`src/source/sa_pkg.sv`:
```
package sa_pkg;

    // ******************************
    // Array geometry and widths.
    // ******************************
    localparam int ARRAY_SIZE     = 4;
    localparam int DATA_WIDTH     = 8;
    localparam int ACC_WIDTH      = 20;  // Four 16-bit products fit.

    localparam int IN_FIFO_DEPTH  = 16;
    localparam int OUT_FIFO_DEPTH = 8;

    // ******************************
    // Payload types.
    // ******************************
    typedef logic [DATA_WIDTH-1:0] data_t;
    typedef logic [ACC_WIDTH-1:0]  acc_t;

    // Lane 0 / column 0 sits in the lowest bits.
    typedef data_t [ARRAY_SIZE-1:0] data_vec_t;
    typedef acc_t  [ARRAY_SIZE-1:0] acc_vec_t;

    // Row select for weight loading.
    typedef logic [$clog2(ARRAY_SIZE)-1:0] row_idx_t;

endpackage

```
`src/source/sync_fifo.sv`:
```
module sync_fifo #(
    parameter type payload_t = logic [7:0],
    parameter int  DEPTH     = 16
) (
    input  logic     clk,
    input  logic     reset_i,
    input  logic     wr_i,
    input  payload_t wr_data_i,
    input  logic     rd_i,
    output logic     rd_valid_o,
    output payload_t rd_data_o,
    output logic     full_o,
    output logic     empty_o
);

    payload_t mem [DEPTH];

    logic [$clog2(DEPTH)-1:0]   wr_ptr;
    logic [$clog2(DEPTH)-1:0]   rd_ptr;
    logic [$clog2(DEPTH+1)-1:0] count;

    assign full_o  = (count == DEPTH);
    assign empty_o = (count == 0);

    // Pointers, occupancy and read valid.
    always_ff @(posedge clk) begin
        if (reset_i) begin
            wr_ptr     <= '0;
            rd_ptr     <= '0;
            count      <= '0;
            rd_valid_o <= 1'b0;
        end else begin
            rd_valid_o <= rd_i;
            if (wr_i) begin
                wr_ptr <= (wr_ptr == DEPTH-1) ? '0 : wr_ptr + 1'b1;
            end
            if (rd_i) begin
                rd_ptr <= (rd_ptr == DEPTH-1) ? '0 : rd_ptr + 1'b1;
            end
            case ({wr_i, rd_i})
                2'b10:   count <= count + 1'b1;
                2'b01:   count <= count - 1'b1;
                default: count <= count;
            endcase
        end
    end

    // Storage and registered read data.
    always_ff @(posedge clk) begin
        if (wr_i) begin
            mem[wr_ptr] <= wr_data_i;
        end
        if (rd_i) begin
            rd_data_o <= mem[rd_ptr];
        end
    end

    a_no_overflow: assert property (@(posedge clk) disable iff (reset_i)
        wr_i |-> !full_o);

    a_no_underflow: assert property (@(posedge clk) disable iff (reset_i)
        rd_i |-> !empty_o);

endmodule

```
`src/source/skew_buffer.sv`:
```
module skew_buffer import sa_pkg::*; (
    input  logic                  clk,
    input  logic                  reset_i,
    input  logic                  wr_i,
    input  data_vec_t             wr_data_i,
    output logic                  full_o,
    output logic [ARRAY_SIZE-1:0] lane_valid_o,
    output data_vec_t             lane_data_o
);

    logic [ARRAY_SIZE-1:0] lane_rd;
    logic [ARRAY_SIZE-1:1] rd_sr;
    logic [ARRAY_SIZE-1:0] lane_full;
    logic [ARRAY_SIZE-1:0] lane_empty;

    // ******************************
    // Staggered read strobes.
    // ******************************
    assign lane_rd = {rd_sr, !lane_empty[0]};  // Drain lane 0 as soon as it holds data.

    always_ff @(posedge clk) begin
        if (reset_i) begin
            rd_sr <= '0;
        end else begin
            rd_sr <= lane_rd[ARRAY_SIZE-2:0];
        end
    end

    // ******************************
    // Per-lane activation FIFOs.
    // ******************************
    for (genvar k = 0; k < ARRAY_SIZE; k++) begin : g_lane
        sync_fifo #(
            .payload_t (data_t),
            .DEPTH     (IN_FIFO_DEPTH)
        ) u_fifo (
            .clk        (clk),
            .reset_i    (reset_i),
            .wr_i       (wr_i),
            .wr_data_i  (wr_data_i[k]),
            .rd_i       (lane_rd[k]),
            .rd_valid_o (lane_valid_o[k]),
            .rd_data_o  (lane_data_o[k]),
            .full_o     (lane_full[k]),
            .empty_o    (lane_empty[k])
        );
    end

    assign full_o = lane_full[ARRAY_SIZE-1];  // Last lane drains last.

endmodule

```
`src/source/mac_pe.sv`:
```
module mac_pe import sa_pkg::*; (
    input  logic  clk,
    input  logic  reset_i,
    input  logic  w_load_i,
    input  data_t w_i,
    input  logic  a_valid_i,
    input  data_t a_i,
    input  acc_t  sum_i,
    output logic  a_valid_o,
    output data_t a_o,
    output acc_t  sum_o
);

    data_t                   weight;
    logic [2*DATA_WIDTH-1:0] prod;

    assign prod = weight * a_i;

    always_ff @(posedge clk) begin
        if (reset_i) begin
            a_valid_o <= 1'b0;
        end else begin
            a_valid_o <= a_valid_i;
        end
    end

    // Stationary weight, activation forwarding and accumulation.
    always_ff @(posedge clk) begin
        if (w_load_i) begin
            weight <= w_i;
        end
        if (a_valid_i) begin
            a_o   <= a_i;
            sum_o <= sum_i + acc_t'(prod);
        end
    end

endmodule

```
`src/source/pe_array.sv`:
```
module pe_array import sa_pkg::*; (
    input  logic                  clk,
    input  logic                  reset_i,
    input  logic                  w_load_i,
    input  row_idx_t              w_row_i,
    input  data_vec_t             w_data_i,
    input  logic [ARRAY_SIZE-1:0] lane_valid_i,
    input  data_vec_t             lane_data_i,
    output logic [ARRAY_SIZE-1:0] col_valid_o,
    output acc_vec_t              col_sum_o
);

    logic [ARRAY_SIZE-1:0] row_load;

    // Horizontal activation path with one extra tap at the right edge of each row.
    logic [ARRAY_SIZE-1:0][ARRAY_SIZE:0] a_v;
    data_t a_d [ARRAY_SIZE][ARRAY_SIZE+1];

    // Vertical partial-sum path. Row 0 is the zero input at the top.
    acc_t psum [ARRAY_SIZE+1][ARRAY_SIZE];

    for (genvar i = 0; i < ARRAY_SIZE; i++) begin : g_row
        assign row_load[i] = w_load_i && (w_row_i == row_idx_t'(i));
        assign a_v[i][0]   = lane_valid_i[i];
        assign a_d[i][0]   = lane_data_i[i];
        assign psum[0][i]  = '0;

        for (genvar j = 0; j < ARRAY_SIZE; j++) begin : g_col
            mac_pe u_pe (
                .clk       (clk),
                .reset_i   (reset_i),
                .w_load_i  (row_load[i]),
                .w_i       (w_data_i[j]),
                .a_valid_i (a_v[i][j]),
                .a_i       (a_d[i][j]),
                .sum_i     (psum[i][j]),
                .a_valid_o (a_v[i][j+1]),
                .a_o       (a_d[i][j+1]),
                .sum_o     (psum[i+1][j])
            );
        end
    end

    // Bottom row results.
    for (genvar j = 0; j < ARRAY_SIZE; j++) begin : g_out
        assign col_valid_o[j] = a_v[ARRAY_SIZE-1][j+1];
        assign col_sum_o[j]   = psum[ARRAY_SIZE][j];
    end

    // Weights change only with nothing entering or moving through the grid.
    a_load_idle: assert property (@(posedge clk) disable iff (reset_i)
        w_load_i |-> !(|lane_valid_i) && !(|a_v));

endmodule

```
`src/source/deskew_unit.sv`:
```
module deskew_unit import sa_pkg::*; (
    input  logic                  clk,
    input  logic                  reset_i,
    input  logic [ARRAY_SIZE-1:0] col_valid_i,
    input  acc_vec_t              col_sum_i,
    input  logic                  rd_i,
    output logic                  rd_valid_o,
    output acc_vec_t              rd_data_o,
    output logic                  empty_o
);

    logic [ARRAY_SIZE-1:0] al_valid;
    acc_vec_t              al_sum;

    // ******************************
    // Column delay lines.
    // ******************************
    for (genvar j = 0; j < ARRAY_SIZE; j++) begin : g_col
        if (j == ARRAY_SIZE-1) begin : g_pass
            assign al_valid[j] = col_valid_i[j];  // Latest column needs no delay.
            assign al_sum[j]   = col_sum_i[j];
        end else begin : g_dly
            logic [ARRAY_SIZE-2-j:0] v_sr;
            acc_t                    s_sr [ARRAY_SIZE-1-j];

            always_ff @(posedge clk) begin
                if (reset_i) begin
                    v_sr <= '0;
                end else begin
                    v_sr[0] <= col_valid_i[j];
                    for (int d = 1; d < ARRAY_SIZE-1-j; d++) begin
                        v_sr[d] <= v_sr[d-1];
                    end
                end
            end

            always_ff @(posedge clk) begin
                s_sr[0] <= col_sum_i[j];
                for (int d = 1; d < ARRAY_SIZE-1-j; d++) begin
                    s_sr[d] <= s_sr[d-1];
                end
            end

            assign al_valid[j] = v_sr[ARRAY_SIZE-2-j];
            assign al_sum[j]   = s_sr[ARRAY_SIZE-2-j];
        end
    end

    // ******************************
    // Result queue.
    // ******************************
    sync_fifo #(
        .payload_t (acc_vec_t),
        .DEPTH     (OUT_FIFO_DEPTH)
    ) u_fifo (
        .clk        (clk),
        .reset_i    (reset_i),
        .wr_i       (al_valid[0]),
        .wr_data_i  (al_sum),
        .rd_i       (rd_i),
        .rd_valid_o (rd_valid_o),
        .rd_data_o  (rd_data_o),
        .full_o     (),
        .empty_o    (empty_o)
    );

    // Every column of a vector lines up in the same cycle.
    a_cols_aligned: assert property (@(posedge clk) disable iff (reset_i)
        (al_valid == '0) || (al_valid == '1));

endmodule

```
`src/source/systolic_top.sv`:
```
module systolic_top import sa_pkg::*; (
    input  logic      clk,
    input  logic      reset_i,
    input  logic      in_valid_i,
    input  data_vec_t in_data_i,
    output logic      in_full_o,
    input  logic      w_load_i,
    input  row_idx_t  w_row_i,
    input  data_vec_t w_data_i,
    input  logic      out_rd_i,
    output logic      out_valid_o,
    output acc_vec_t  out_data_o,
    output logic      out_empty_o
);

    logic [ARRAY_SIZE-1:0] lane_valid;
    data_vec_t             lane_data;
    logic [ARRAY_SIZE-1:0] col_valid;
    acc_vec_t              col_sum;

    // Input side.
    skew_buffer u_skew (
        .clk          (clk),
        .reset_i      (reset_i),
        .wr_i         (in_valid_i),
        .wr_data_i    (in_data_i),
        .full_o       (in_full_o),
        .lane_valid_o (lane_valid),
        .lane_data_o  (lane_data)
    );

    pe_array u_array (
        .clk          (clk),
        .reset_i      (reset_i),
        .w_load_i     (w_load_i),
        .w_row_i      (w_row_i),
        .w_data_i     (w_data_i),
        .lane_valid_i (lane_valid),
        .lane_data_i  (lane_data),
        .col_valid_o  (col_valid),
        .col_sum_o    (col_sum)
    );

    // Output side.
    deskew_unit u_deskew (
        .clk         (clk),
        .reset_i     (reset_i),
        .col_valid_i (col_valid),
        .col_sum_i   (col_sum),
        .rd_i        (out_rd_i),
        .rd_valid_o  (out_valid_o),
        .rd_data_o   (out_data_o),
        .empty_o     (out_empty_o)
    );

endmodule

```
`config.mk`:
```
export PLATFORM = sky130hd
export DESIGN_NAME = systolic_top
export DESIGN_NICKNAME = d
export VERILOG_FILES = /design/src/source/sa_pkg.sv /design/src/source/sync_fifo.sv /design/src/source/skew_buffer.sv /design/src/source/mac_pe.sv /design/src/source/pe_array.sv /design/src/source/deskew_unit.sv /design/src/source/systolic_top.sv
export SDC_FILE = /design/constraint.sdc
export NUM_CORES = 2
export LEC_CHECK = 0
export BUFFER_PORTS_ARGS = -buffer_cell sky130_fd_sc_hd__buf_2
export CORE_MARGIN = 4
export CORE_UTILIZATION = 64
export CTS_CLUSTER_SIZE = 20
export DETAILED_ROUTE_END_ITERATION = 8
export GPL_ROUTABILITY_DRIVEN = 1
export PLACE_DENSITY_LB_ADDON = 0.12
export SLEW_MARGIN = 10
export SYNTH_ARGS = -nofsm -noshare
export SYNTH_HDL_FRONTEND = slang
export SYNTH_SLANG_ARGS = --single-unit
```
`constraint.sdc`:
```
create_clock -name clk -period 8.7 [get_ports clk]
set_clock_uncertainty 0.05 [all_clocks]
set_input_delay 1.305 -clock clk [delete_from_list [all_inputs] [get_ports clk]]
set_output_delay 1.305 -clock clk [all_outputs]
set_load 0.005 [all_outputs]
```
==> results.yml <==
power_and_ir_drop:
  swShare: 0.354
  p_clk_frac: 0.226
  switching_power_w: 0.0131
  ir_drop_mv: 0.433
  power_w: 0.0369
  p_seq_frac: 0.331
  p_int_w: 0.0239
  combPwrFrac: 0.443
  p_per_area_nw_per_um2: 314
  p_leak_nw: 47.9
global_route:
  grt_pass1_vias: 61300
  grt_pass1_wl_mm: 333
  antenna_found_initial: 16
  grt_max_degree: 147
  grt_use_total: 0.241
  grt_overflow_total: 0
sta:
  period_minus_slack_ps: 4990
  drv_slew: 0
  finalHoldViolCount: 0
  finalSetupViolCount: 0
  tightest_slew_ps: 1100
  max_freq_mhz: 200
  fin_setup_tns_ps: 0
  rsz0062_at_grt: "false"
  maxSlewHeadroom: 0.262
  min_period_over_period: 0.574
layout:
  post-route-cell-area_um2: 118000
  layout-drive-gt1-share: 0.112
  nets: 9485
  final_cells: 10400
  syn2layout_area_growth_pct: 9.09
  final_util: 0.703
clocking:
  ctsHtreeMaxLevel: 4
  cts.clk_slew.worst_paths_ps: 60
  numCtsBuffers: 193
  cts_setup_buffers: 0
  clockBufferDepth: 3
  post_cts_resized: 0
  hold_buffers: 0
  clkSinkCount: 1957
  ctsRootBufferMaster: "clkbuf_16"
  clk_latency_ps: 820
  cts_tree: "done"
detailed_routing:
  wl_met2_mm: 101
  viasPerCell: 5.56
  drtIter0Drc: 4251
  wl_met3_mm: 9.02
  dr.pass1.iters: 6
  wl_met1_mm: 88.2
  antenna_left: 0
  wl_mm: 202
  vias: 57800
  wl_per_cell_um: 19.5
  route.detailed.drc: 0
  routed.top_layer: "met5"
floorplan:
  rows: 150
  die_h_um: 419
  ios: 154
  fp.dieW_um: 419
  core_um2: 167000
  start_util: 0.645
  dieArea_um2: 175000
setup_path:
  critPathLaunchType: "register"
  cp_data_required_time_ps: 9230
  crit_path_cell_trace: "and2_1 -> fa_1 -> inv_1 -> fa_1 -> inv_1 -> fa_1 -> inv_1 -> fa_1 -> inv_1 -> ha_1 -> a21oi_1 -> o311a_1 -> o31ai_1 -> o41ai_1 -> o31ai_1 -> a21oi_1 -> xnor2_1"
  worstSetupPathType: "reg -> reg"
  critPathSlowestCell: "fa_1"
  crit_family: "adder cells"
  cp.arrival_ps: 5520
  slowest_delay_ps: 540
  cp.buffers_inverters: 4
  end_kind: "register"
  cp_max_fo: 8
synth:
  synthCells: 7778
  synth.distinct_cells: 79
  netlist_area_um2: 108000
  yosys_register_bits: 1957
  syn_area_per_cell_um2: 13.9
  yosys_warnings: 0
  yosysSeqAreaShare: 0.528
  synth-main-ff-cell: "edfxtp_1"
  synth-edff-count: 1776
  async_flop_share: 0
  syn-num-nets: 9247
place:
  place_congestion: 0.849
  placed_area_um2: 111000
  placed_cells: 10000
  io_buffers: 153
  dpl.hpwl_mm: 142
run_status:
  status: "complete, no violations"
min_path:
  hold_path.class: "reg -> reg"
flow_run:
  max_cap_viol_count: 0
[per-layer routing]
metal  global-route usage  up-vias
met5                    0        -
met4               0.0581        2
met1                0.338    29200
li1                     -    27000
met3               0.0324      300
met2                0.409     1274
[metrics by stage]
step	hold WS, ps	setup WS (ps)
after CTS	268	3690
after global placement	262	3720
after detailed placement	262	3710
after global routing	281	3360
after floorplan	260	2090
final	265	3710
[state kept, by name, summed over array words and instances, names as in the netlist]
register	cells
u_skew.g_lane.u_fifo.wr_ptr	16
u_deskew.g_col.g_dly.s_sr	120
u_deskew.u_fifo.wr_ptr	3
u_array.g_row.g_col.u_pe.sum_o	288
u_array.g_row.g_col.u_pe.a_o	96
u_deskew.u_fifo.rd_valid_o	1
u_deskew.u_fifo.rd_ptr	3
u_deskew.u_fifo.mem	640
u_skew.g_lane.u_fifo.count	10
u_skew.g_lane.u_fifo.rd_data_o	32
u_skew.rd_sr	2
u_skew.g_lane.u_fifo.mem	512
u_deskew.g_col.g_dly.v_sr	3
u_array.g_row.g_col.u_pe.weight	128
u_skew.g_lane.u_fifo.rd_valid_o	2
u_array.g_row.g_col.u_pe.a_valid_o	1
u_deskew.u_fifo.count	4
u_skew.g_lane.u_fifo.rd_ptr	16
u_deskew.u_fifo.rd_data_o	80
[layout by cell type, fill, tap and decap left out, types with 87 or more instances in the layout]
master,netlist,routed
mux4_2,288,288
a21oi_1,189,189
fa_1,751,751
edfxtp_1,1776,1776
o21ai_0,87,87
nor2_1,183,176
buf_2,25,151
ha_1,647,647
dfxtp_1,181,169
nand2_1,494,494
and2_1,690,690
xnor2_1,125,125
clkbuf_16,0,195
inv_1,1461,1461
[synthesized netlist by cell type (13+ instances only)]
cell type	number	area, µm²
nand2b_1	15	93.8
mux2_2	81	912
xor2_1	53	464
nor2_1	183	687
ha_1	647	8100
buf_1	18	67.6
nand2_1	494	1850
and2_1	690	4320
xnor2_1	125	1090
dfxtp_1	181	3620
a211oi_1	59	443
nand3_1	25	125
buf_2	25	125
nor3_1	52	260
fa_1	751	15000
nand4_1	17	106
and3_1	19	119
nor4_1	13	81.3
or3_1	13	81.3
a31oi_1	21	131
a21o_1	68	510
mux2i_1	46	460
mux4_2	288	6490
a21oi_1	189	946
o21a_1	27	203
o21bai_1	22	165
clkbuf_1	105	394
nor2b_1	71	444
inv_1	1461	5480
edfxtp_1	1776	53300
o21ai_0	87	435
[final timing paths]
kind,from,end,slack (ps),depth (start not counted)
max reg2reg,u_array.g_row[3].g_col[0].u_pe.weight[5],u_array.g_row[3].g_col[0].u_pe.sum_o[18],3710,17
max,u_array.g_row[3].g_col[0].u_pe.weight[5],u_array.g_row[3].g_col[0].u_pe.sum_o[18],3710,17
min,u_deskew.g_col[0].g_dly.s_sr[0][28],u_deskew.g_col[0].g_dly.s_sr[0][48],270,0
min reg2reg,u_deskew.g_col[0].g_dly.s_sr[0][28],u_deskew.g_col[0].g_dly.s_sr[0][48],270,0
[cell type report]
class                      count  area (µm²)
sequential                  1957       57000
fill                       11200       49700
multi-input combinational   4208       44900
inverter                    1461        5480
clock buffer                 241        5180
tap                         2204        2760
clock inverter               116        1280
timing repair buffer         195        1100
antenna                        3        7.51
[power by group through the flow]
stage,Clock (W),Sequential [W],Combinational [W]
floorplan,0,0.0122,0.0131
global placement,0,0.0124,0.0159
detailed placement,0,0.0124,0.0163
CTS,0.00853,0.0122,0.0165
global route,0.00894,0.0123,0.0190
finish,0.00835,0.0122,0.0163
[logic make-up (layout without fill, tap and decap cells)]
group	Yosys count	after routing	synth area share
adders and majority gates	1398	1398	0.214
buffers and inverters	1613	2013	0.0565
other	0	3	0
AOI/OAI and AO/OA	593	593	0.0359
and+or+nand+nor	1624	1624	0.0780
xor gates and xnor gates	178	178	0.0144
DFF	1957	1957	0.528
muxes	415	415	0.0728
Power figures use the tool's default switching activity.
